--- src/rtl/gpu_node_pkg.sv ---
package gpu_node_pkg;

    // Network flit and node number
    localparam int FLIT_W    = 16;
    localparam int NODE_ID_W = 6;

    // Local memory geometry
    localparam int INDEX_W    = 8;
    localparam int MEM_WORDS  = 1 << INDEX_W;
    localparam int DATA_W     = 64;
    localparam int WORD_FLITS = DATA_W / FLIT_W;

    // Header opcode, bits 9:8 of the header flit
    typedef enum logic [1:0] {
        OP_WRITE = 2'd0,
        OP_READ  = 2'd1,
        OP_REPLY = 2'd2,
        OP_RSVD  = 2'd3
    } flit_op_e;

    localparam logic [1:0] RESP_OKAY   = 2'b00;
    localparam logic [1:0] RESP_SLVERR = 2'b10;

    // Destination and word of a pending network read reply
    typedef struct packed {
        logic [NODE_ID_W-1:0] node;
        logic [INDEX_W-1:0]   index;
    } reply_job_t;

endpackage

--- src/rtl/mem_req_if.sv ---
`timescale 1ns/1ps
interface mem_req_if;
    import gpu_node_pkg::*;

    logic                req;
    logic                we;
    logic [INDEX_W-1:0]  index;
    logic [DATA_W-1:0]   wdata;
    logic [DATA_W/8-1:0] wstrb;
    // Grant is combinational, read data follows one cycle later
    logic                gnt;
    logic [DATA_W-1:0]   rdata;
    logic                rvalid;

    modport requester (output req, we, index, wdata, wstrb, input gnt, rdata, rvalid);
    modport responder (input req, we, index, wdata, wstrb, output gnt, rdata, rvalid);
    // Read data tap for the reply path
    modport observer (input rdata, rvalid);

endinterface

--- src/rtl/flit_rx.sv ---
`timescale 1ns/1ps
module flit_rx #(
    parameter int NODE_ID = 24
) (
    input  logic                            ACLK,
    input  logic                            ARESETn,
    input  logic [gpu_node_pkg::FLIT_W-1:0] net_data_in,
    input  logic                            net_valid_in,
    output logic                            net_ready_out,
    mem_req_if.requester                    mem,
    output gpu_node_pkg::reply_job_t        reply_job,
    output logic                            reply_job_valid,
    input  logic                            tx_busy
);
    import gpu_node_pkg::*;

    typedef enum logic [1:0] {RX_HEADER, RX_BODY, RX_REQ, RX_WAIT_TX} rx_state_e;

    rx_state_e            state_q;
    logic [2:0]           cnt_q;
    flit_op_e             op_q;
    logic [NODE_ID_W-1:0] dest_q;
    logic [INDEX_W-1:0]   index_q;
    logic [NODE_ID_W-1:0] src_q;
    logic [DATA_W-1:0]    wdata_q;
    flit_op_e             hdr_op;
    logic                 flit_in;
    logic                 to_node;

    // Body flits after the header, by opcode
    function automatic logic [2:0] body_len(flit_op_e op);
        case (op)
            OP_READ:            return 3'd1;
            OP_WRITE, OP_REPLY: return 3'(WORD_FLITS);
            default:            return 3'd0;
        endcase
    endfunction

    assign net_ready_out = (state_q == RX_HEADER) || (state_q == RX_BODY);
    assign flit_in       = net_valid_in && net_ready_out;
    assign hdr_op        = flit_op_e'(net_data_in[9:8]);
    assign to_node       = (dest_q == NODE_ID_W'(NODE_ID));

    always_ff @(posedge ACLK or negedge ARESETn) begin
        if (!ARESETn) begin
            state_q <= RX_HEADER;
            cnt_q   <= '0;
        end else begin
            case (state_q)
                RX_HEADER: begin
                    if (flit_in && body_len(hdr_op) != 3'd0) begin
                        cnt_q   <= body_len(hdr_op) - 3'd1;
                        state_q <= RX_BODY;
                    end
                end
                RX_BODY: begin
                    if (flit_in) begin
                        cnt_q <= cnt_q - 3'd1;
                        // Foreign packets are only counted through
                        if (cnt_q == 3'd0) begin
                            state_q <= (to_node && op_q != OP_REPLY) ? RX_REQ : RX_HEADER;
                        end
                    end
                end
                RX_REQ: begin
                    if (mem.gnt) begin
                        state_q <= (op_q == OP_READ) ? RX_WAIT_TX : RX_HEADER;
                    end
                end
                default: begin
                    if (!tx_busy) begin
                        state_q <= RX_HEADER;
                    end
                end
            endcase
        end
    end

    always_ff @(posedge ACLK) begin
        if (flit_in && state_q == RX_HEADER) begin
            dest_q  <= net_data_in[FLIT_W-1 -: NODE_ID_W];
            op_q    <= hdr_op;
            index_q <= net_data_in[INDEX_W-1:0];
        end
        if (flit_in && state_q == RX_BODY && to_node) begin
            // Most significant flit first
            wdata_q <= {wdata_q[DATA_W-FLIT_W-1:0], net_data_in};
            src_q   <= net_data_in[NODE_ID_W-1:0];
        end
    end

    assign mem.req   = (state_q == RX_REQ);
    assign mem.we    = (op_q == OP_WRITE);
    assign mem.index = index_q;
    assign mem.wdata = wdata_q;
    assign mem.wstrb = '1;

    assign reply_job.node  = src_q;
    assign reply_job.index = index_q;
    assign reply_job_valid = mem.req && mem.gnt && (op_q == OP_READ);

    a_no_rsvd_op: assert property (@(posedge ACLK) disable iff (!ARESETn)
        (flit_in && state_q == RX_HEADER) |-> hdr_op != OP_RSVD);

endmodule

--- src/flat_wrapper.sv ---
// flat-port wrapper written by rule: the top's interface ports become plain ports
module flit_rx_flat import gpu_node_pkg::*;
#(
    parameter int NODE_ID = 24
)
  (ACLK, ARESETn, net_data_in, net_valid_in, net_ready_out, reply_job, reply_job_valid, tx_busy, mem_req, mem_we, mem_index, mem_wdata, mem_wstrb, mem_gnt, mem_rdata, mem_rvalid);
  mem_req_if mem_i ();
  input  logic ACLK;
  input  logic ARESETn;
  input  logic [gpu_node_pkg::FLIT_W-1:0] net_data_in;
  input  logic net_valid_in;
  output logic net_ready_out;
  output gpu_node_pkg::reply_job_t reply_job;
  output logic reply_job_valid;
  input  logic tx_busy;
  output wire logic [$bits(mem_i.req)-1:0] mem_req;
  output wire logic [$bits(mem_i.we)-1:0] mem_we;
  output wire logic [$bits(mem_i.index)-1:0] mem_index;
  output wire logic [$bits(mem_i.wdata)-1:0] mem_wdata;
  output wire logic [$bits(mem_i.wstrb)-1:0] mem_wstrb;
  input wire logic [$bits(mem_i.gnt)-1:0] mem_gnt;
  input wire logic [$bits(mem_i.rdata)-1:0] mem_rdata;
  input wire logic [$bits(mem_i.rvalid)-1:0] mem_rvalid;
  assign mem_req = mem_i.req;
  assign mem_we = mem_i.we;
  assign mem_index = mem_i.index;
  assign mem_wdata = mem_i.wdata;
  assign mem_wstrb = mem_i.wstrb;
  assign mem_i.gnt = mem_gnt;
  assign mem_i.rdata = mem_rdata;
  assign mem_i.rvalid = mem_rvalid;
  flit_rx #(.NODE_ID(NODE_ID)) u_core (.ACLK(ACLK), .ARESETn(ARESETn), .net_data_in(net_data_in), .net_valid_in(net_valid_in), .net_ready_out(net_ready_out), .mem(mem_i), .reply_job(reply_job), .reply_job_valid(reply_job_valid), .tx_busy(tx_busy));
endmodule
--- config.mk ---
export PLATFORM = sky130hd
export DESIGN_NAME = flit_rx_flat
export DESIGN_NICKNAME = d
export VERILOG_FILES = /design/src/rtl/gpu_node_pkg.sv /design/src/rtl/mem_req_if.sv /design/src/rtl/flit_rx.sv /design/src/flat_wrapper.sv
export SDC_FILE = /design/constraint.sdc
export NUM_CORES = 1
export LEC_CHECK = 0
export ABC_AREA = 1
export BUFFER_PORTS_ARGS = -buffer_cell sky130_fd_sc_hd__buf_4
export CORE_MARGIN = 2
export CORE_UTILIZATION = 43
export DETAILED_ROUTE_END_ITERATION = 10
export PLACE_DENSITY_LB_ADDON = 0.2
export SYNTH_ARGS = -nofsm -noshare
export SYNTH_HDL_FRONTEND = slang
export SYNTH_SLANG_ARGS = --single-unit
--- constraint.sdc ---
create_clock -name ACLK -period 7.8 [get_ports ACLK]
set_input_delay 1.95 -clock ACLK [delete_from_list [all_inputs] [get_ports ACLK]]
set_output_delay 1.95 -clock ACLK [all_outputs]
set_load 0.02 [all_outputs]
==> impl_metrics.tcl <==
set metrics [dict create \
    grt_setup_unrepaired "no" \
    grt_overflow_total 0 \
    critical_path_peak_fanout 2 \
    syn-instance-count 176 \
    crit_path_max_incr_delay_ns 0.15 \
    r2r_cells 3 \
    max_slew.worst_pin.slew_ns 0.908 \
    die_h_um 87.9 \
    synth_flop_cell "sky130_fd_sc_hd__edfxtp_1" \
    synth.largest_area_cell "sky130_fd_sc_hd__edfxtp_1" \
    setup.worst_path.start "mem_gnt" \
    port_buffers 110 \
    finalHoldViolCount 0 \
    syn-cell-area_mm2 0.00303 \
    r2r_setup_slack_ns 5.89 \
    startpoint_type "primary input" \
    route.antenna.remaining_nets 0 \
    post_synth.cell_area_avg_um2 17.2 \
    worst_setup_ep_type "output pin" \
    hold_depth 0 \
    global_route.usage.total 0.134 \
    fp.dieW_um 87.9 \
    outcome "finished, final reports clean" \
    power.switching_uw 250 \
    clock_skew_ns 0.00841 \
    clkTransAtPathRegs_ns 0.08 \
    arrival_ns 2.31 \
    clk-insertion-delay-late_ns 0.33 \
    synth_top_cells_by_count "sky130_fd_sc_hd__edfxtp_1 (80), sky130_fd_sc_hd__nand2_1 (25), sky130_fd_sc_hd__buf_4 (23)" \
    internal_power_uw 699 \
    fillerInstances 519 \
    postCtsSetupRepairBufs 0 \
    dpl.hpwl_um 3770 \
    cts-root-to-sink-buffers 2 \
    yosys.cell_types.count 19 \
    worstPathRequired_ns 5.85 \
    detailed_place.area_mm2 0.00384 \
    power.sequential.fraction 0.579 \
    vdd.ir_drop.worst_uv 116 \
    antenna_cells 0 \
    share_of_synthesized_area_occupied_by_flip_flops_and_latches 0.835 \
    clock_network_power_share 0.265 \
    hold_path_end "u_core.mem.wdata[47]$_DFFE_PP_" \
    first_pass_iters 4 \
    cp_slowest_cell "sky130_fd_sc_hd__buf_4" \
    global_placer_s_final_weighted_congestion 0.802 \
    finalInstanceArea_mm2 0.00400 \
    crit_type "in2out" \
    cp_common_cell "sky130_fd_sc_hd__buf_4" \
    end_of_flow_core_utilization 0.589 \
    synth.ff_latch_count 85 \
    yosys.area.top_type_share 0.793 \
    power_density_mw_per_mm2 237 \
    antenna_found_initial 0 \
    cts_resized 0 \
    cellLeakagePower_uw 0.00162 \
    first_global_vias 1519 \
    maxCapViolations 0 \
    hold_path_class "reg2reg" \
    std_cell_rows 30 \
    clock-sinks 85 \
    timing.final.max_slew_violations 0 \
    routed_via_density 4.31 \
    setup_violations 0 \
    wire_per_inst_um 13.7 \
    synth.area.top_cells "sky130_fd_sc_hd__edfxtp_1 (79%), sky130_fd_sc_hd__buf_4 (5.7%), sky130_fd_sc_hd__dfrtp_1 (4.1%)" \
    worstReg2RegStart "u_core.state_q[0]$_DFFE_PN0P_" \
    synth.yosys.warnings 0 \
    post_cts_hold_buffer_count 0 \
    slew_headroom 0.394 \
    cts-root-buf "sky130_fd_sc_hd__clkbuf_8" \
    final.period_utilization 0.546 \
    min_from "u_core.mem.wdata[31]$_DFFE_PP_" \
    drive_gt1_frac 0.481 \
    die_area_mm2 0.00773 \
    dpl.cell_count 367 \
    fmax_ghz 0.235 \
    syn2layout_area_growth_pct 32.2 \
    cts_htree_levels 3 \
    first_iter_violations 79 \
    vias 1651 \
    crit_chain "buf_4 -> inv_1 -> nor2_1 -> buf_4" \
    coreArea_mm2 0.00679 \
    finalSetupTns_ns 0 \
    grt_start_max_net_pins 65 \
    grt_pass1_wl_um 7590 \
    final_nets 369 \
    route.detailed.drc 0 \
    wirelength_um 5260 \
    effective_utilization_at_floorplan 0.446 \
    tritoncts.num_buffers 9 \
    synth_async_sr_flop_share 0.0588 \
    final_cell_count_no_fill 383 \
    switching_share_of_total_power 0.264 \
    power.share.combinational 0.155 \
    io_pins 184 \
    synthMostInstantiatedCell "sky130_fd_sc_hd__edfxtp_1" \
    period_minus_slack_ns 4.26 \
    crit-reg2reg-capture "u_core.mem.wdata[28]$_DFFE_PP_" \
    post_synth_edffs 80 \
    cts_tree "built" \
]
routing by layer:
| metal | vias up | global-route usage | wire [um] |
|---|---|---|---|
| met5 | - | 0 | 0 |
| met2 | 64 | 0.230 | 2870 |
| li1 | 801 | - | - |
| met1 | 784 | 0.161 | 2000 |
| met3 | 2 | 0.0405 | 360 |
| met4 | 0 | 0.0503 | 29 |
stage by stage:
| step | total power (uW) | setup slack (ns) | hold slack (ns) |
|---|---|---|---|
| floorplan | 667 | 0.882 | 0.471 |
| CTS | 961 | 3.53 | 0.445 |
| finish | 949 | 3.54 | 0.448 |
| global route | 999 | 3.50 | 0.455 |
| global placement | 702 | 3.54 | 0.432 |
| detailed placement | 708 | 3.54 | 0.435 |
power groups by stage:
stage	logic (uW)	clock network (uW)	registers (uW)
global placement	143	0	559
global route	166	280	554
floorplan	106	0	561
detailed placement	148	0	559
CTS	149	264	549
finish	148	252	550
sequential cells by signal (all words and copies together), names as in the netlist:
name	cells
u_core.cnt_q	3
u_core.dest_q	6
u_core.state_q	2
u_core.mem.index	8
u_core.op_q	2
u_core.mem.wdata	64
kinds of logic after synthesis:
| group | synth area share |
|---|---|
| simple gates | 0.0715 |
| other cells | 0.00124 |
| flops | 0.835 |
| compound gates | 0.0178 |
| buf+inv | 0.0707 |
| fa+ha+maj | 0.00413 |
worst max-delay path: cells and delay by family:
kind                   cells  cell delay [ns]
AND/OR/NAND/NOR            1             0.10
buffers and inverters      3             0.26
how the worst max path moves through the flow:
stage                                               end  cells past startpoint  slack, ns
after floorplan           u_core.mem.wdata[0]$_DFFE_PP_                      2       0.88
after global placement                  reply_job_valid                      4       3.54
after detailed placement                reply_job_valid                      4       3.54
after CTS                               reply_job_valid                      4       3.53
after global routing                    reply_job_valid                      4       3.50
final                                   reply_job_valid                      4       3.54
final cells by class:
type	instances	area [um2]	share of cell area
tap	96	120	0.0300
timing repair buffer	111	833	0.208
sequential	85	2530	0.631
clock buffer	12	135	0.0338
clock inverter	4	25.0	0.00625
multi-input combinational	64	320	0.0800
inverter	11	41.3	0.0103
layout by cell type, fill, tap and decap left out, drive strengths merged:
cell,count
nand3,6
clkinv,2
nand2,28
edfxtp,80
nor3,1
clkbuf,12
conb,8
a31oi,1
dfrtp,5
o21ai,5
nor2,13
buf,111
nand3b,1
ha,1
inv,11
clkinvlp,2
Power figures use the tool's default switching activity.
