--- src/rtl/gpu_node_pkg.sv ---
package gpu_node_pkg;

    // Network flit and node number
    localparam int FLIT_W    = 16;
    localparam int NODE_ID_W = 6;

    // Local memory geometry
    localparam int INDEX_W    = 8;
    localparam int MEM_WORDS  = 1 << INDEX_W;
    localparam int DATA_W     = 64;
    localparam int WORD_FLITS = DATA_W / FLIT_W;

    // Header opcode, bits 9:8 of the header flit
    typedef enum logic [1:0] {
        OP_WRITE = 2'd0,
        OP_READ  = 2'd1,
        OP_REPLY = 2'd2,
        OP_RSVD  = 2'd3
    } flit_op_e;

    localparam logic [1:0] RESP_OKAY   = 2'b00;
    localparam logic [1:0] RESP_SLVERR = 2'b10;

    // Destination and word of a pending network read reply
    typedef struct packed {
        logic [NODE_ID_W-1:0] node;
        logic [INDEX_W-1:0]   index;
    } reply_job_t;

endpackage

--- src/rtl/mem_req_if.sv ---
`timescale 1ns/1ps
interface mem_req_if;
    import gpu_node_pkg::*;

    logic                req;
    logic                we;
    logic [INDEX_W-1:0]  index;
    logic [DATA_W-1:0]   wdata;
    logic [DATA_W/8-1:0] wstrb;
    // Grant is combinational, read data follows one cycle later
    logic                gnt;
    logic [DATA_W-1:0]   rdata;
    logic                rvalid;

    modport requester (output req, we, index, wdata, wstrb, input gnt, rdata, rvalid);
    modport responder (input req, we, index, wdata, wstrb, output gnt, rdata, rvalid);
    // Read data tap for the reply path
    modport observer (input rdata, rvalid);

endinterface

--- src/rtl/flit_tx.sv ---
`timescale 1ns/1ps
module flit_tx (
    input  logic                            ACLK,
    input  logic                            ARESETn,
    mem_req_if.observer                     mem,
    input  gpu_node_pkg::reply_job_t        reply_job,
    input  logic                            reply_job_valid,
    output logic                            busy,
    output logic [gpu_node_pkg::FLIT_W-1:0] net_data_out,
    output logic                            net_valid_out,
    input  logic                            net_ready_in
);
    import gpu_node_pkg::*;

    typedef enum logic [1:0] {TX_IDLE, TX_WAIT_DATA, TX_SEND} tx_state_e;

    // Header plus the data flits of one word
    localparam int PKT_W = FLIT_W * (WORD_FLITS + 1);

    tx_state_e         state_q;
    logic [2:0]        left_q;
    logic [FLIT_W-1:0] hdr_q;
    logic [PKT_W-1:0]  pkt_q;
    logic              flit_out;

    assign flit_out      = net_valid_out && net_ready_in;
    assign net_valid_out = (state_q == TX_SEND);
    assign net_data_out  = pkt_q[PKT_W-1 -: FLIT_W];
    assign busy          = (state_q != TX_IDLE);

    always_ff @(posedge ACLK or negedge ARESETn) begin
        if (!ARESETn) begin
            state_q <= TX_IDLE;
            left_q  <= '0;
        end else begin
            case (state_q)
                TX_IDLE: begin
                    if (reply_job_valid) begin
                        state_q <= TX_WAIT_DATA;
                    end
                end
                TX_WAIT_DATA: begin
                    if (mem.rvalid) begin
                        left_q  <= 3'(WORD_FLITS);
                        state_q <= TX_SEND;
                    end
                end
                default: begin
                    if (flit_out) begin
                        left_q <= left_q - 3'd1;
                        if (left_q == 3'd0) begin
                            state_q <= TX_IDLE;
                        end
                    end
                end
            endcase
        end
    end

    always_ff @(posedge ACLK) begin
        if (state_q == TX_IDLE && reply_job_valid) begin
            hdr_q <= {reply_job.node, OP_REPLY, reply_job.index};
        end
        // Word goes out most significant flit first
        if (state_q == TX_WAIT_DATA && mem.rvalid) begin
            pkt_q <= {hdr_q, mem.rdata};
        end else if (flit_out) begin
            pkt_q <= {pkt_q[PKT_W-FLIT_W-1:0], FLIT_W'(0)};
        end
    end

    a_flit_stable: assert property (@(posedge ACLK) disable iff (!ARESETn)
        net_valid_out && !net_ready_in |=> net_valid_out && $stable(net_data_out));

endmodule

--- src/flat_wrapper.sv ---
// flat-port wrapper written by rule: the top's interface ports become plain ports
module flit_tx_flat import gpu_node_pkg::*;
  (ACLK, ARESETn, reply_job, reply_job_valid, busy, net_data_out, net_valid_out, net_ready_in, mem_rdata, mem_rvalid);
  mem_req_if mem_i ();
  input  logic ACLK;
  input  logic ARESETn;
  input  gpu_node_pkg::reply_job_t reply_job;
  input  logic reply_job_valid;
  output logic busy;
  output logic [gpu_node_pkg::FLIT_W-1:0] net_data_out;
  output logic net_valid_out;
  input  logic net_ready_in;
  input wire logic [$bits(mem_i.rdata)-1:0] mem_rdata;
  input wire logic [$bits(mem_i.rvalid)-1:0] mem_rvalid;
  assign mem_i.rdata = mem_rdata;
  assign mem_i.rvalid = mem_rvalid;
  flit_tx u_core (.ACLK(ACLK), .ARESETn(ARESETn), .mem(mem_i), .reply_job(reply_job), .reply_job_valid(reply_job_valid), .busy(busy), .net_data_out(net_data_out), .net_valid_out(net_valid_out), .net_ready_in(net_ready_in));
endmodule
--- config.mk ---
export PLATFORM = sky130hd
export DESIGN_NAME = flit_tx_flat
export DESIGN_NICKNAME = d
export VERILOG_FILES = /design/src/rtl/gpu_node_pkg.sv /design/src/rtl/mem_req_if.sv /design/src/rtl/flit_tx.sv /design/src/flat_wrapper.sv
export SDC_FILE = /design/constraint.sdc
export NUM_CORES = 1
export LEC_CHECK = 0
export ABC_AREA = 1
export BUFFER_PORTS_ARGS = -buffer_cell sky130_fd_sc_hd__buf_2
export CAP_MARGIN = 0
export CORE_MARGIN = 3
export CORE_UTILIZATION = 48
export CTS_CLUSTER_SIZE = 16
export DETAILED_ROUTE_END_ITERATION = 16
export GPL_TIMING_DRIVEN = 0
export PLACE_DENSITY = 0.75
export RECOVER_POWER = 100
export SYNTH_ARGS = -nofsm -noshare
export SYNTH_HDL_FRONTEND = slang
export SYNTH_SLANG_ARGS = --single-unit
--- constraint.sdc ---
create_clock -name ACLK -period 2 [get_ports ACLK]
set_input_delay 0.3 -clock ACLK [delete_from_list [all_inputs] [get_ports ACLK]]
set_output_delay 0.3 -clock ACLK [all_outputs]
set_load 0.01 [all_outputs]
==> impl_metrics.env, run 1 <==
export IMPL_path_max_fanout=83
export IMPL_grt_pass1_vias=2690
export IMPL_crit_path_end_kind="flop"
export IMPL_wire_per_inst_um=12.8
export IMPL_netlist_area_leader_share_pct=66.2
export IMPL_die_y_um=100
export IMPL_cp_required_ps=1990
export IMPL_grt_pass1_wl_mm=12.5
export IMPL_drive_gt1_share_pct=23.6
export IMPL_htree_levels=3
export IMPL_regArea_sq_mm=0.00295
export IMPL_hold_viol_final=0
export IMPL_synth_area_per_cell_sq_um=11.1
export IMPL_grt_max_degree=84
export IMPL_period_needed_ps=1820
export IMPL_syn_inst=384
export IMPL_r2r_slack_ps=180
export IMPL_synth_area_leaders="edfxtp_1 66%, inv_1 7.8%, nand2_1 6.3%"
export IMPL_gp_congestion=0.824
export IMPL_synth_yosys_warnings=0
export IMPL_yosys_area_top_type="edfxtp_1"
export IMPL_area_growth_pct=17.8
export IMPL_fmax_mhz=549
export IMPL_fin_skew_ps=8.71
export IMPL_port_buffers=100
export IMPL_cts_root_buf="clkbuf_8"
export IMPL_setup_tns_ps=0
export IMPL_status="complete, no violations"
export IMPL_utilization_pct=59.7
export IMPL_antenna_cells=0
export IMPL_cts_tree="built"
export IMPL_max_cap_violations=0
export IMPL_period_share_pct=91.1
export IMPL_routed_via_density=4.54
export IMPL_r2r_end="u_core.pkt_q[74]"
export IMPL_core_area_sq_mm=0.00842
export IMPL_postCtsSetupBuffers=0
export IMPL_clock_latency_ps=350
export IMPL_crit_start="u_core.state_q[1]"
export IMPL_yosysSeqAreaShare_pct=69.1
export IMPL_num_rows=33
export IMPL_holdCritPathClass="input port to flop"
export IMPL_r2r_cells=4
export IMPL_dieArea_sq_mm=0.0101
export IMPL_tightest_slew_ps=746
export IMPL_ant_nets=0
export IMPL_syn_nets=469
export IMPL_setup_viol=0
export IMPL_synth_cell_types=20
export IMPL_start_util_pct=50.7
export IMPL_grt_ovfl_total=0
export IMPL_multi_input_area_sq_um=754
export IMPL_p_per_area_mw_per_mm2=1230
export IMPL_totalWireLength_mm=7.74
export IMPL_r2r_start="u_core.state_q[1]"
export IMPL_clkSinkCount=99
export IMPL_arrival_ps=1810
export IMPL_rsz0062_at_grt="false"
export IMPL_drcViolationCount=0
export IMPL_numCtsBuffers=9
export IMPL_num_vias=2747
export IMPL_slew_headroom_pct=50.2
export IMPL_final_max_slew_viol_count=0
export IMPL_ys_ff_latch=99
export IMPL_leakage_nw=2.36
export IMPL_cp_endpoint="u_core.pkt_q[74]"
export IMPL_peakVddDrop_mv=0.579
export IMPL_drt_first_iter_violations=108
export IMPL_critPathKind="flop to flop"
export IMPL_first_pass_iters=4
export IMPL_synth_area_sq_mm=0.00427
export IMPL_antenna_found_initial=0
export IMPL_path_clk_slew_ps=90
export IMPL_fillers=738
export IMPL_final_nets=581
export IMPL_cts_max_path_buffers=2
export IMPL_io_pins=101
export IMPL_grt_usage_pct=16.3
export IMPL_final_common_cell="edfxtp_1"
export IMPL_mostFrequentLayoutCells="94 x edfxtp_1, 89 x inv_1, 82 x buf_2"
export IMPL_die_w_um=100
export IMPL_start_kind="flop"
export IMPL_hpwl_mm=5.60
report_power, final:
| part | total [mW] | leakage (nW) | internal (mW) | switching (mW) |
|---|---|---|---|---|
| Combinational | 1.53 | 1.33 | 0.556 | 0.977 |
| Sequential | 3.43 | 0.948 | 3.24 | 0.184 |
| Clock | 1.22 | 0.0881 | 0.568 | 0.649 |
| Total | 6.18 | 2.36 | 4.37 | 1.81 |
cell type report:
| class | instances | share of cell area (%) |
|---|---|---|
| clock inverters | 5 | 1.10 |
| repair buffers | 101 | 9.68 |
| clock buffers | 10 | 2.54 |
| inverters | 90 | 6.72 |
| multi-input cells | 164 | 15.0 |
| plain buffers | 31 | 3.68 |
| flip-flops and latches | 99 | 58.7 |
| well taps | 105 | 2.61 |
cell families (layout without fill, tap and decap cells):
| kind of cell | after synthesis | count (layout) | share of synthesized area, % |
|---|---|---|---|
| AND/OR/NAND/NOR | 97 | 97 | 9.09 |
| adder cells (fa/ha/maj) | 2 | 2 | 0.586 |
| buffers and inverters | 121 | 237 | 13.3 |
| flip-flops | 99 | 99 | 69.1 |
| AO/OA/AOI/OAI | 65 | 65 | 7.89 |
registers in the layout, summed over array words and instances, names as in the netlist:
signal	count
u_core.hdr_q	14
u_core.pkt_q	80
u_core.state_q	2
u_core.left_q	3
critical path: stages, from the launching register on:
cell and delay (ps):
dfrtp_1 440, inv_2 100, nand3_2 180, buf_6 230, nand2_8 440
cells in the mapped netlist:
master    instances
o22ai_1           1
ha_1              2
buf_4            16
clkbuf_1          6
inv_2             1
nand3_1           2
o21ai_0          20
o21a_1            1
inv_1            89
nor2_1           19
o21ai_2           2
buf_6             7
dfrtp_1           5
nand2_2           1
nand3_4           1
nand2_1          72
nand4_1           2
edfxtp_1         94
buf_2             2
o21ai_1          41
worst min path at each step:
stage	from	endpoint	depth (start not counted)	slack, ps
CTS	reply_job[13]	u_core.hdr_q[15]	1	90
global placement	ARESETn	u_core.left_q[2]	1	120
detailed placement	ARESETn	u_core.state_q[1]	1	120
finish	reply_job[13]	u_core.hdr_q[15]	1	110
global route	reply_job[4]	u_core.hdr_q[4]	1	90
floorplan	ARESETn	u_core.left_q[0]	0	4
routing by layer:
metal	GRT usage (%)	part of all wire, %	vias up
li1	-	-	1430
met1	19.5	41	1211
met2	28.3	50	92
met3	3.61	6.6	14
met4	6.84	2.1	0
met5	0	0	-
metrics by stage:
stage	cell area, sq um	instances	worst slack, ps	hold WS, ps	total power, mW
2_1_floorplan	4270	384	162	4.41	4.60
3_3_place_gp	4900	589	-2.75	117	5.07
3_5_place_dp	4900	589	-44.2	122	5.16
4_1_cts	5110	605	256	94.4	6.36
5_1_grt	5030	605	72.8	92.7	6.59
6_report	5030	605	179	114	6.18
what timing repair did:
action / in CTS / in global routing
endpoints found under the setup margin: 94 / 0
hold endpoints to repair: 5 / 0
hold buffers: 1 / 0
resized for setup: 2 / 0
Note: power is estimated with default switching activity, not from simulation.
==> run 2: changes to the inputs <==
- MAX_ROUTING_LAYER: not set -> met4
==> run 2 against run 1 <==
Effect of this change:
- sequential power hardly changed
- largest power group unchanged
- power hardly changed
- final area stayed put
- fmax is 1.5% higher
- count of clock-buffer cells in the layout stayed put
==> impl_metrics.env, run 2 (synthesis gave the netlist of run 1 again) <==
export IMPL_antenna_found_initial=0
export IMPL_tightest_slew_ps=724
export IMPL_die_w_um=100
export IMPL_final_nets=581
export IMPL_hp_start="reply_job[13]"
export IMPL_die_y_um=100
export IMPL_start_util_pct=50.7
export IMPL_clock_latency_ps=350
export IMPL_critPathBufInv=2
export IMPL_core_area_sq_mm=0.00842
export IMPL_gp_congestion=0.837
export IMPL_period_share_pct=89.7
export IMPL_critical_path_slowest_cell="nand2_8"
export IMPL_drt_first_iter_violations=107
export IMPL_max_stage_delay_ps=450
export IMPL_num_rows=33
export IMPL_worstPathCellList="inv_2, nand3_2, buf_6, nand2_8"
export IMPL_hold_ws_ps=114
export IMPL_cts_tree="built"
export IMPL_p_total_mw=6.18
export IMPL_max_flop_register="u_core.pkt_q"
export IMPL_routed_via_density=4.56
export IMPL_path_clk_slew_ps=90
export IMPL_totalWireLength_mm=7.74
export IMPL_cp_required_ps=1990
export IMPL_top_regs="u_core.pkt_q x80, u_core.hdr_q x14, u_core.left_q x3"
export IMPL_clkSinkCount=99
export IMPL_max_cap_violations=0
export IMPL_port_buffers=100
export IMPL_final_common_cell="edfxtp_1"
export IMPL_final_max_slew_viol_count=0
export IMPL_period_needed_ps=1790
export IMPL_crit_start="u_core.state_q[1]"
export IMPL_leakage_nw=2.36
export IMPL_slew_headroom_pct=51.7
export IMPL_r2r_cells=4
export IMPL_grt_usage_pct=16.8
export IMPL_hold_viol_final=0
export IMPL_p_per_area_mw_per_mm2=1230
export IMPL_grt_max_degree=84
export IMPL_numCtsBuffers=9
export IMPL_cts_max_path_buffers=2
export IMPL_grt_pass1_wl_mm=12.5
export IMPL_fmax_mhz=558
export IMPL_htree_levels=3
export IMPL_fin_ws_ps=206
export IMPL_area_growth_pct=17.8
export IMPL_dieArea_sq_mm=0.0101
export IMPL_wire_per_inst_um=12.8
export IMPL_io_pins=101
export IMPL_grt_pass1_vias=2684
export IMPL_r2r_end="u_core.pkt_q[18]"
export IMPL_start_kind="flop"
export IMPL_grt_ovfl_total=0
export IMPL_r2r_start="u_core.state_q[1]"
export IMPL_whs_path_depth=1
export IMPL_crit_path_end_kind="flop"
export IMPL_largest_reg_flops=80
export IMPL_mostFrequentLayoutCells="94 x edfxtp_1, 89 x inv_1, 82 x buf_2"
export IMPL_num_vias=2761
export IMPL_fin_skew_ps=9.87
export IMPL_critPathKind="flop to flop"
export IMPL_path_max_fanout=83
export IMPL_drcViolationCount=0
export IMPL_first_pass_iters=4
export IMPL_status="complete, no violations"
export IMPL_peakVddDrop_mv=0.576
export IMPL_crit_family="simple AND/OR/NAND/NOR gates"
export IMPL_holdCritPathClass="input port to flop"
export IMPL_pre_cts_slack_ps=-44.2
export IMPL_drive_gt1_share_pct=23.6
export IMPL_arrival_ps=1780
export IMPL_rsz0062_at_grt="false"
export IMPL_setup_viol=0
export IMPL_ant_nets=0
export IMPL_antenna_cells=0
export IMPL_hpwl_mm=5.60
export IMPL_cts_root_buf="clkbuf_8"
export IMPL_utilization_pct=59.7
export IMPL_r2r_slack_ps=210
export IMPL_hold_end="u_core.hdr_q[15]"
[run 2: worst max path at each step]
stage                            end  slack, ps  cells past startpoint
finish              u_core.pkt_q[18]        210                      4
global route        u_core.pkt_q[65]         70                      4
CTS                  u_core.pkt_q[5]        260                      4
detailed placement   u_core.pkt_q[0]        -40                      4
global placement     u_core.pkt_q[0]         -3                      4
floorplan            u_core.pkt_q[0]        160                      3
[run 2: through the flow]
stage / TNS (ps) / instance area [sq um] / std cells
after floorplan: 0 / 4270 / 384
after global placement: -89.8 / 4900 / 589
after detailed placement: -3710 / 4900 / 589
after CTS: 0 / 5110 / 605
after global routing: 0 / 5030 / 605
final: 0 / 5030 / 605
[run 2: layer usage]
| layer | share of wire [%] | global-route usage [%] | vias up |
|---|---|---|---|
| met5 | 0 | - | - |
| met4 | 2.0 | 6.84 | 0 |
| met3 | 5.8 | 3.34 | 15 |
| met2 | 51 | 28.3 | 91 |
| met1 | 41 | 19.7 | 1225 |
| li1 | - | - | 1430 |
[run 2: report_power, final]
part	total [mW]	internal, mW	switching [mW]	leakage, nW
registers	3.43	3.24	0.185	0.948
logic	1.53	0.557	0.974	1.33
clock network	1.22	0.568	0.647	0.0881
[run 2: what timing repair did]
action | 4_1_cts | 5_1_grt
buffers inserted | 0 | 0
resized for setup | 2 | 0
setup endpoints to repair | 94 | 0
hold buffers | 1 | 0
endpoints found under the hold margin | 5 | 0
[run 2: final cells by class]
| cell class | instances | area [sq um] |
|---|---|---|
| Fill cell | 738 | 3400 |
| Sequential cell | 99 | 2950 |
| Multi-Input combinational cell | 164 | 754 |
| Timing Repair Buffer | 101 | 487 |
| Inverter | 90 | 338 |
| Buffer | 31 | 185 |
| Tap cell | 105 | 131 |
| Clock buffer | 10 | 128 |
| Clock inverter | 5 | 55.1 |
