`config.mk`:
```
export PLATFORM = sky130hd
export DESIGN_NAME = axi_mem_port_flat
export DESIGN_NICKNAME = d
export VERILOG_FILES = /design/src/rtl/gpu_node_pkg.sv /design/src/rtl/mem_req_if.sv /design/src/rtl/axi_mem_port.sv /design/src/flat_wrapper.sv
export SDC_FILE = /design/constraint.sdc
export NUM_CORES = 1
export LEC_CHECK = 0
export ABC_AREA = 1
export BUFFER_PORTS_ARGS = -buffer_cell sky130_fd_sc_hd__buf_2
export CORE_MARGIN = 3
export CORE_UTILIZATION = 35
export CTS_CLUSTER_SIZE = 14
export DETAILED_ROUTE_END_ITERATION = 10
export HOLD_SLACK_MARGIN = 0.12
export PLACE_DENSITY_LB_ADDON = 0.25
export SKIP_CTS_REPAIR_TIMING = 1
export SLEW_MARGIN = 20
export SYNTH_ARGS = -nofsm -noshare
export SYNTH_HDL_FRONTEND = slang
export SYNTH_SLANG_ARGS = --single-unit
```
`constraint.sdc`:
```
create_clock -name ACLK -period 6.55 [get_ports ACLK]
set_clock_uncertainty 0.1 [all_clocks]
set_input_delay 0.9825 -clock ACLK [delete_from_list [all_inputs] [get_ports ACLK]]
set_output_delay 0.9825 -clock ACLK [all_outputs]
set_load 0.01 [all_outputs]
```
`src/rtl/gpu_node_pkg.sv`:
```
package gpu_node_pkg;

    // Network flit and node number
    localparam int FLIT_W    = 16;
    localparam int NODE_ID_W = 6;

    // Local memory geometry
    localparam int INDEX_W    = 8;
    localparam int MEM_WORDS  = 1 << INDEX_W;
    localparam int DATA_W     = 64;
    localparam int WORD_FLITS = DATA_W / FLIT_W;

    // Header opcode, bits 9:8 of the header flit
    typedef enum logic [1:0] {
        OP_WRITE = 2'd0,
        OP_READ  = 2'd1,
        OP_REPLY = 2'd2,
        OP_RSVD  = 2'd3
    } flit_op_e;

    localparam logic [1:0] RESP_OKAY   = 2'b00;
    localparam logic [1:0] RESP_SLVERR = 2'b10;

    // Destination and word of a pending network read reply
    typedef struct packed {
        logic [NODE_ID_W-1:0] node;
        logic [INDEX_W-1:0]   index;
    } reply_job_t;

endpackage

```
`src/rtl/mem_req_if.sv`:
```
`timescale 1ns/1ps
interface mem_req_if;
    import gpu_node_pkg::*;

    logic                req;
    logic                we;
    logic [INDEX_W-1:0]  index;
    logic [DATA_W-1:0]   wdata;
    logic [DATA_W/8-1:0] wstrb;
    // Grant is combinational, read data follows one cycle later
    logic                gnt;
    logic [DATA_W-1:0]   rdata;
    logic                rvalid;

    modport requester (output req, we, index, wdata, wstrb, input gnt, rdata, rvalid);
    modport responder (input req, we, index, wdata, wstrb, output gnt, rdata, rvalid);
    // Read data tap for the reply path
    modport observer (input rdata, rvalid);

endinterface

```
`src/rtl/axi_mem_port.sv`:
```
`timescale 1ns/1ps
module axi_mem_port #(
    parameter int AXI_ID_W = 4,
    parameter int ADDR_W   = 32
) (
    input  logic                              ACLK,
    input  logic                              ARESETn,
    input  logic [AXI_ID_W-1:0]               s_awid,
    input  logic [ADDR_W-1:0]                 s_awaddr,
    input  logic                              s_awvalid,
    output logic                              s_awready,
    input  logic [gpu_node_pkg::DATA_W-1:0]   s_wdata,
    input  logic [gpu_node_pkg::DATA_W/8-1:0] s_wstrb,
    input  logic                              s_wvalid,
    output logic                              s_wready,
    output logic [AXI_ID_W-1:0]               s_bid,
    output logic [1:0]                        s_bresp,
    output logic                              s_bvalid,
    input  logic                              s_bready,
    input  logic [AXI_ID_W-1:0]               s_arid,
    input  logic [ADDR_W-1:0]                 s_araddr,
    input  logic                              s_arvalid,
    output logic                              s_arready,
    output logic [AXI_ID_W-1:0]               s_rid,
    output logic [gpu_node_pkg::DATA_W-1:0]   s_rdata,
    output logic [1:0]                        s_rresp,
    output logic                              s_rvalid,
    input  logic                              s_rready,
    mem_req_if.requester                      mem
);
    import gpu_node_pkg::*;

    typedef enum logic [2:0] {
        AXI_IDLE, AXI_WR_REQ, AXI_RD_REQ, AXI_RD_WAIT, AXI_BRESP, AXI_RRESP
    } axi_state_e;

    axi_state_e          state_q;
    logic                aw_held;
    logic                w_held;
    logic                ar_held;
    logic [AXI_ID_W-1:0] aw_id_q;
    logic [AXI_ID_W-1:0] ar_id_q;
    logic [ADDR_W-1:0]   aw_addr_q;
    logic [ADDR_W-1:0]   ar_addr_q;
    logic [DATA_W-1:0]   w_data_q;
    logic [DATA_W/8-1:0] w_strb_q;
    logic [DATA_W-1:0]   r_data_q;
    logic [1:0]          resp_q;
    logic                aw_bad;
    logic                ar_bad;

    // Anything above the word range is outside the memory
    assign aw_bad = |aw_addr_q[ADDR_W-1:INDEX_W+3];
    assign ar_bad = |ar_addr_q[ADDR_W-1:INDEX_W+3];

    assign s_awready = (state_q == AXI_IDLE) && !aw_held;
    assign s_wready  = (state_q == AXI_IDLE) && !w_held;
    assign s_arready = (state_q == AXI_IDLE) && !ar_held;

    always_ff @(posedge ACLK or negedge ARESETn) begin
        if (!ARESETn) begin
            state_q <= AXI_IDLE;
            aw_held <= 1'b0;
            w_held  <= 1'b0;
            ar_held <= 1'b0;
        end else begin
            aw_held <= aw_held || (s_awvalid && s_awready);
            w_held  <= w_held || (s_wvalid && s_wready);
            ar_held <= ar_held || (s_arvalid && s_arready);
            case (state_q)
                AXI_IDLE: begin
                    // Read wins when both directions are waiting
                    if (ar_held) begin
                        state_q <= ar_bad ? AXI_RRESP : AXI_RD_REQ;
                    end else if (aw_held && w_held) begin
                        state_q <= aw_bad ? AXI_BRESP : AXI_WR_REQ;
                    end
                end
                AXI_WR_REQ:  if (mem.gnt) state_q <= AXI_BRESP;
                AXI_RD_REQ:  if (mem.gnt) state_q <= AXI_RD_WAIT;
                AXI_RD_WAIT: if (mem.rvalid) state_q <= AXI_RRESP;
                AXI_BRESP: begin
                    if (s_bready) begin
                        aw_held <= 1'b0;
                        w_held  <= 1'b0;
                        state_q <= AXI_IDLE;
                    end
                end
                default: begin
                    if (s_rready) begin
                        ar_held <= 1'b0;
                        state_q <= AXI_IDLE;
                    end
                end
            endcase
        end
    end

    always_ff @(posedge ACLK) begin
        if (s_awvalid && s_awready) begin
            aw_id_q   <= s_awid;
            aw_addr_q <= s_awaddr;
        end
        if (s_wvalid && s_wready) begin
            w_data_q <= s_wdata;
            w_strb_q <= s_wstrb;
        end
        if (s_arvalid && s_arready) begin
            ar_id_q   <= s_arid;
            ar_addr_q <= s_araddr;
        end
        if (state_q == AXI_IDLE) begin
            resp_q   <= (ar_held ? ar_bad : aw_bad) ? RESP_SLVERR : RESP_OKAY;
            // Rejected reads return zero
            r_data_q <= '0;
        end else if (state_q == AXI_RD_WAIT && mem.rvalid) begin
            r_data_q <= mem.rdata;
        end
    end

    assign s_bvalid = (state_q == AXI_BRESP);
    assign s_bid    = aw_id_q;
    assign s_bresp  = resp_q;
    assign s_rvalid = (state_q == AXI_RRESP);
    assign s_rid    = ar_id_q;
    assign s_rdata  = r_data_q;
    assign s_rresp  = resp_q;

    assign mem.req   = (state_q == AXI_WR_REQ) || (state_q == AXI_RD_REQ);
    assign mem.we    = (state_q == AXI_WR_REQ);
    // Byte address bits 10:3 pick the word
    assign mem.index = mem.we ? aw_addr_q[INDEX_W+2:3] : ar_addr_q[INDEX_W+2:3];
    assign mem.wdata = w_data_q;
    assign mem.wstrb = w_strb_q;

    a_bvalid_hold: assert property (@(posedge ACLK) disable iff (!ARESETn)
        s_bvalid && !s_bready |=> s_bvalid && $stable(s_bid));
    a_rvalid_hold: assert property (@(posedge ACLK) disable iff (!ARESETn)
        s_rvalid && !s_rready |=> s_rvalid && $stable(s_rdata));

endmodule

```
`src/flat_wrapper.sv`:
```
// flat-port wrapper written by rule: the top's interface ports become plain ports
module axi_mem_port_flat import gpu_node_pkg::*;
#(
    parameter int AXI_ID_W = 4,
    parameter int ADDR_W   = 32
)
  (ACLK, ARESETn, s_awid, s_awaddr, s_awvalid, s_awready, s_wdata, s_wstrb, s_wvalid, s_wready, s_bid, s_bresp, s_bvalid, s_bready, s_arid, s_araddr, s_arvalid, s_arready, s_rid, s_rdata, s_rresp, s_rvalid, s_rready, mem_req, mem_we, mem_index, mem_wdata, mem_wstrb, mem_gnt, mem_rdata, mem_rvalid);
  mem_req_if mem_i ();
  input  logic ACLK;
  input  logic ARESETn;
  input  logic [AXI_ID_W-1:0] s_awid;
  input  logic [ADDR_W-1:0] s_awaddr;
  input  logic s_awvalid;
  output logic s_awready;
  input  logic [gpu_node_pkg::DATA_W-1:0] s_wdata;
  input  logic [gpu_node_pkg::DATA_W/8-1:0] s_wstrb;
  input  logic s_wvalid;
  output logic s_wready;
  output logic [AXI_ID_W-1:0] s_bid;
  output logic [1:0] s_bresp;
  output logic s_bvalid;
  input  logic s_bready;
  input  logic [AXI_ID_W-1:0] s_arid;
  input  logic [ADDR_W-1:0] s_araddr;
  input  logic s_arvalid;
  output logic s_arready;
  output logic [AXI_ID_W-1:0] s_rid;
  output logic [gpu_node_pkg::DATA_W-1:0] s_rdata;
  output logic [1:0] s_rresp;
  output logic s_rvalid;
  input  logic s_rready;
  output wire logic [$bits(mem_i.req)-1:0] mem_req;
  output wire logic [$bits(mem_i.we)-1:0] mem_we;
  output wire logic [$bits(mem_i.index)-1:0] mem_index;
  output wire logic [$bits(mem_i.wdata)-1:0] mem_wdata;
  output wire logic [$bits(mem_i.wstrb)-1:0] mem_wstrb;
  input wire logic [$bits(mem_i.gnt)-1:0] mem_gnt;
  input wire logic [$bits(mem_i.rdata)-1:0] mem_rdata;
  input wire logic [$bits(mem_i.rvalid)-1:0] mem_rvalid;
  assign mem_req = mem_i.req;
  assign mem_we = mem_i.we;
  assign mem_index = mem_i.index;
  assign mem_wdata = mem_i.wdata;
  assign mem_wstrb = mem_i.wstrb;
  assign mem_i.gnt = mem_gnt;
  assign mem_i.rdata = mem_rdata;
  assign mem_i.rvalid = mem_rvalid;
  axi_mem_port #(.AXI_ID_W(AXI_ID_W), .ADDR_W(ADDR_W)) u_core (.ACLK(ACLK), .ARESETn(ARESETn), .s_awid(s_awid), .s_awaddr(s_awaddr), .s_awvalid(s_awvalid), .s_awready(s_awready), .s_wdata(s_wdata), .s_wstrb(s_wstrb), .s_wvalid(s_wvalid), .s_wready(s_wready), .s_bid(s_bid), .s_bresp(s_bresp), .s_bvalid(s_bvalid), .s_bready(s_bready), .s_arid(s_arid), .s_araddr(s_araddr), .s_arvalid(s_arvalid), .s_arready(s_arready), .s_rid(s_rid), .s_rdata(s_rdata), .s_rresp(s_rresp), .s_rvalid(s_rvalid), .s_rready(s_rready), .mem(mem_i));
endmodule
```
==> impl_metrics.csv, run 1 <==
group,metric,value,unit
global_route,antenna_found_initial,2,
global_route,grt_pass1_vias,5295,
placement,dpl_worst_slack,3930,ps
setup_path,cp_common_cell,"nand2_1",
clock_network,clk_latency,510,ps
synth,yosysTopAreaCell,"edfxtp_1",
detailed_routing,drtPass1Iterations,4,
pwr,cellPowerDensity,350,nW/um^2
synth,synth_top_cell_area_share,0.579,
sta,hold-worst-slack,192,ps
synth,netlist_area,7210,um^2
sta,fmax,0.351,GHz
clock_network,numCtsBuffers,23,
synth,ys.flop_type,"edfxtp_1",
run_status,status,"finished, final reports clean",
hold_path,hp-class,"in2async",
synth,yosys_warnings,0,
setup_path,crit_fanout,10,
setup_path,worstPathRequired,5470,ps
synth,yosysMostFrequentCell,"edfxtp_1",
floorplan,rows,51,
clock_network,clk_path_buf_depth,3,
clock_network,h-tree-depth,1,
floorplan,start_util,0.363,
pwr,p_leak,0.00426,uW
global_route,grt_max_degree,73,
detailed_routing,drt-vias-per-instance,4.52,
floorplan,core_area,19800,um^2
detailed_routing,ant_nets,0,
setup_path,crit_path_end_kind,"output pin",
detailed_routing,avgRoutedWirePerCell,16.5,um
sta,post-route-min-period,2850,ps
clock_network,cts_tree,"built",
global_route,grt_use_met1,0.182,
sta,fin_ws,3700,ps
placement,place.gp.congestion,0.754,
floorplan,die_h,150,um
synth,synth.area.top_cells,"edfxtp_1 (58%), dfxtp_1 (18%), nand2_1 (6.0%), nand3_1 (4.8%), a21oi_1 (4.6%)",
clock_network,clkTransAtPathRegs,60,ps
setup_path,cp_cell_sequence,"inv_2, nand2_1, nor2_4, inv_4, nand2_1, nand2_1, buf_2",
detailed_routing,wl,20000,um
detailed_routing,vias,5483,
setup_path,path_class,"reg2out",
global_route,grt_pass1_wl,29100,um
clock_network,clockRootBuffer,"clkbuf_16",
detailed_routing,drtIter0Drc,257,
detailed_routing,drc,0,
global_route,met2_usage,0.302,
global_route,grt_usage,0.167,
synth,yosysSeqAreaShare,0.777,
floorplan,die_x,150,um
setup_path,cp.arrival,1770,ps
synth,synth-async-reset-ratio,0.0287,
sta,setup_viol,0,
cells_and_area,drive_gt1_frac,0.450,
clock_network,cts_sinks,209,
placement,numPortBuffers,371,
sta,finalSetupTns,0,ps
cells_and_area,area_growth,39.1,%
sta,tightest_slew,945,ps
setup_path,crit_path_start_kind,"flip-flop",
pwr,peakVddDrop,229,uV
synth,synthTopCellsByCount,"edfxtp_1 (139), nand2_1 (115), nand3_1 (69), a21oi_1 (67), dfxtp_1 (64)",
sta,rsz0062_at_grt,"no",
global_route,grt_use_met3,0.0533,
setup_path,cpPeakStageDelay,420,ps
cells_and_area,instances_no_fill,1214,
synth,synth_edf_count,139,
placement,dp.cells,1172,
sta,max_slew_margin,0.370,
cells_and_area,num-nets-final,1149,
sta,maxSlewViolCount,0,
floorplan,die_area,22400,um^2
synth,synth-seq-cells,209,
run,drv_cap,0,
floorplan,ios,380,
placement,dp_hpwl,14500,um
synth,synth_cell_types,26,
setup_path,cpMaxStageDelayCell,"dfrtp_1",
synth,postSynthAreaPerCell,12.9,um^2
sta,min_period_over_period,0.435,
sta,finalHoldViolCount,0,
synth,netlist_instances,558,
global_route,top_usage_layer,"met2",
global_route,grt.overflow.total,0,
==> worst paths after layout <==
check	startpoint	end	slack [ps]	depth (start not counted)
worst max-delay path	u_core.state_q[1]$_DFFE_PN0P_	mem_index[0]	3700	7
worst min-delay path	ARESETn	u_core.state_q[1]$_DFFE_PN0P_	190	1
worst max register to register	u_core.state_q[1]$_DFFE_PN0P_	u_core.mem.wdata[63]$_DFFE_PP_	4270	4
worst min register to register	u_core.s_rdata[23]$_SDFFE_PN0P_	u_core.s_rdata[23]$_SDFFE_PN0P_	360	2
max in group asynchronous	ARESETn	u_core.w_held$_DFF_PN0_	6000	1
min in group ACLK	u_core.s_rdata[23]$_SDFFE_PN0P_	u_core.s_rdata[23]$_SDFFE_PN0P_	360	2
==> layout make-up <==
cell class | instances | area, um^2
flip-flops and latches | 209 | 5610
inverters | 13 | 51.3
fillers | 1822 | 9810
well taps | 265 | 332
repair buffers | 378 | 1910
clock inverters | 13 | 140
multi-input cells | 307 | 1400
clock buffers | 27 | 591
diodes | 2 | 5.00
==> flip-flops by register name, summed over array words and instances (netlist names) <==
name,flops
u_core.s_rid,4
u_core.aw_addr_q,29
u_core.mem.wstrb,8
u_core.ar_held,1
u_core.w_held,1
u_core.mem.wdata,64
u_core.aw_held,1
u_core.ar_addr_q,29
u_core.state_q,3
u_core.s_rdata,64
u_core.s_bresp,1
u_core.s_bid,4
==> where the power goes <==
part,switching (uW),total (uW),internal [uW]
sequential,51.5,1670,1620
clock,501,1260,759
combinational,404,584,180
==> per-stage QoR <==
step           power (uW)  area (um^2)   util
2_1_floorplan        2020         7220      -
3_3_place_gp         2290         9300  0.469
3_5_place_dp         2300         9300  0.469
4_1_cts              3580        10000  0.505
5_1_grt              3690        10000  0.506
6_report             3510        10000  0.506
==> worst max-delay path: cells and delay by family (launching register included) <==
family	cells	cell delay [ps]
AND/OR/NAND/NOR	4	520
flip-flops	1	420
buffers and inverters	3	320
==> kinds of logic after synthesis <==
kind of cell / after synthesis / share of synthesized area
AO/OA/AOI/OAI: 70 / 0.0486
flip-flops: 209 / 0.777
AND/OR/NAND/NOR: 235 / 0.142
other: 1 / 0.000520
buffers and inverters: 43 / 0.0321
==> layer usage <==
| layer | vias to the layer above | part of all wire |
|---|---|---|
| met5 | - | 0 |
| li1 | 2690 | - |
| met1 | 2487 | 0.34 |
| met2 | 261 | 0.52 |
| met4 | 0 | 0.038 |
| met3 | 45 | 0.10 |
==> cells in the final DEF (no fill, tap or decap) <==
master	netlist	layout
buf_2	6	371
edfxtp_1	139	139
nand2_1	115	115
nand3_1	69	69
a21oi_1	67	67
dfxtp_1	64	64
nor2_1	35	35
clkbuf_16	0	23
inv_1	10	9
buf_4	15	7
dfrtp_1	6	6
clkinv_1	0	5
nand2_2	4	4
clkbuf_1	6	4
inv_2	2	3
or2_2	3	3
clkinv_2	0	3
bufinv_16	0	3
diode_2	0	2
nor2_4	2	2
nor3b_2	0	2
o21ai_0	2	2
conb_1	1	2
inv_4	1	1
nand4_1	1	1
and2_1	1	1
nor2_2	1	1
nor3b_4	0	1
o21ai_1	1	1
nor3_1	1	1
inv_6	0	1
clkinvlp_4	0	1
Power figures use the tool's default switching activity.
==> inputs of run 2 (changes only) <==
Clock period 6.55 ns to 2.4 ns, I/O delays scaled along.
==> run 2 against run 1 <==
  * Sequential cell count unchanged
  * Critical endpoint unchanged
  * Largest cell class unchanged
  * Non-clock buffer count grew 208
  * Critical path type unchanged
  * Via count up 18%
  * Global-route usage is 0.22 points higher
  * Utilization is 11 points higher
  * Cell area increased by 22%
  * Wire length up 19%
==> impl_metrics.csv, run 2 (same netlist as run 1, synthesis figures left out) <==
group,metric,value,unit
setup_path,r2r-start,"u_core.state_q[1]$_DFFE_PN0P_",
global_route,antenna_found_initial,1,
setup_path,crit_path_end_kind,"output pin",
global_route,grt_use_met1,0.186,
sta,fmax,0.449,GHz
setup_path,path_class,"reg2out",
clock_network,clkTransAtPathRegs,60,ps
sta,min_period_over_period,0.928,
cells_and_area,instances_no_fill,1422,
floorplan,ios,380,
detailed_routing,drtPass1Iterations,5,
clock_network,clk_path_buf_depth,3,
floorplan,start_util,0.363,
sta,max_slew_margin,0.550,
detailed_routing,drtIter0Drc,366,
sta,maxSlewViolCount,0,
sta,setup_viol,0,
cells_and_area,drive_gt1_frac,0.371,
global_route,grt_use_met3,0.0491,
global_route,grt_max_degree,65,
clock_network,cts_tree,"built",
hold_path,hp-class,"in2async",
cells_and_area,final_common_cell,"buf_2",
detailed_routing,vias,6453,
pwr,peakVddDrop,638,uV
placement,placed_area,9380,um^2
clock_network,cts_sinks,209,
detailed_routing,wl,23900,um
floorplan,rows,51,
global_route,grt_pass1_vias,5488,
cells_and_area,area_growth,69.1,%
setup_path,reg2reg_depth,4,
placement,dp.cells,1175,
clock_network,h-tree-depth,1,
clock_network,clockRootBuffer,"clkbuf_16",
detailed_routing,drt-vias-per-instance,4.54,
placement,dp_hpwl,15000,um
global_route,met2_usage,0.312,
cells_and_area,fillers,1562,
pwr,p_leak,0.00516,uW
sta,tightest_slew,676,ps
detailed_routing,avgRoutedWirePerCell,16.8,um
cells_and_area,stdcell_area,12200,um^2
floorplan,die_h,150,um
sta,hold-worst-slack,153,ps
placement,place.gp.congestion,0.763,
run,drv_cap,0,
setup_path,crit_path_start_kind,"flip-flop",
setup_path,regToRegEndpoint,"u_core.mem.wdata[10]$_DFFE_PP_",
setup_path,rrSetupSlack,440,ps
sta,rsz0062_at_grt,"no",
global_route,grt.overflow.total,0,
placement,numPortBuffers,371,
setup_path,crit_fanout,10,
run_status,status,"finished, final reports clean",
clock_network,numCtsBuffers,23,
cells_and_area,final_core_util,0.615,
setup_path,crit_start,"u_core.state_q[1]$_DFFE_PN0P_",
setup_path,worstPathRequired,1940,ps
global_route,grt_pass1_wl,29600,um
detailed_routing,drc,0,
pwr,cellPowerDensity,832,nW/um^2
sta,post-route-min-period,2230,ps
sta,finalHoldViolCount,0,
floorplan,die_x,150,um
floorplan,die_area,22400,um^2
setup_path,cp.arrival,1770,ps
clock_network,clk_latency,500,ps
global_route,grt_usage,0.170,
cells_and_area,final_cell_mix,"buf_2 (371), dlygate4sd3_1 (205), edfxtp_1 (139)",
floorplan,core_area,19800,um^2
cells_and_area,num-nets-final,1357,
global_route,top_usage_layer,"met2",
detailed_routing,ant_nets,0,
-- run 2: worst max path at each step --
stage,end,slack [ps],cells past startpoint
2_1_floorplan,u_core.mem.wdata[0]$_DFFE_PP_,-720,3
3_3_place_gp,u_core.mem.wdata[22]$_DFFE_PP_,450,4
3_5_place_dp,u_core.mem.wdata[22]$_DFFE_PP_,420,4
4_1_cts,mem_index[0],160,7
5_1_grt,mem_index[0],60,7
6_report,mem_index[0],170,7
-- run 2: area by class of cell --
cell class                      instances  area (um^2)  share of cell area
Sequential cell                       209         5610               0.460
Antenna cell                            1         2.50            0.000205
Timing Repair Buffer                  586         4030               0.331
Tap cell                              265          332              0.0272
Multi-Input combinational cell        307         1410               0.116
Clock buffer                           28          594              0.0487
Clock inverter                         13          165              0.0135
Inverter                               13         51.3             0.00421
-- run 2: where the power goes --
part           internal (uW)  switching [uW]  total, uW
Combinational            787            1220       2010
Sequential              4410             164       4580
Clock                   2190            1380       3570
Total                   7390            2760      10100
-- run 2: metal layers --
layer	vias up	share of wire
met2	288	0.54
met3	39	0.077
met1	3019	0.35
li1	3107	-
met5	-	0
met4	0	0.029
-- run 2: critical path: stages, from the launching register on --
cell,delay (ps)
dfrtp_1,410
inv_2,80
nand2_1,90
nor2_4,270
inv_4,110
nand2_1,90
nand2_1,70
buf_2,140
-- run 2: stage by stage --
| step | setup WS [ps] | TNS [ps] | power (uW) |
|---|---|---|---|
| final | 172 | 0 | 10100 |
| after global routing | 58.6 | 0 | 10600 |
| after CTS | 159 | 0 | 9960 |
| after detailed placement | 419 | 0 | 6370 |
| after global placement | 452 | 0 | 6350 |
| after floorplan | -717 | -65820 | 5520 |
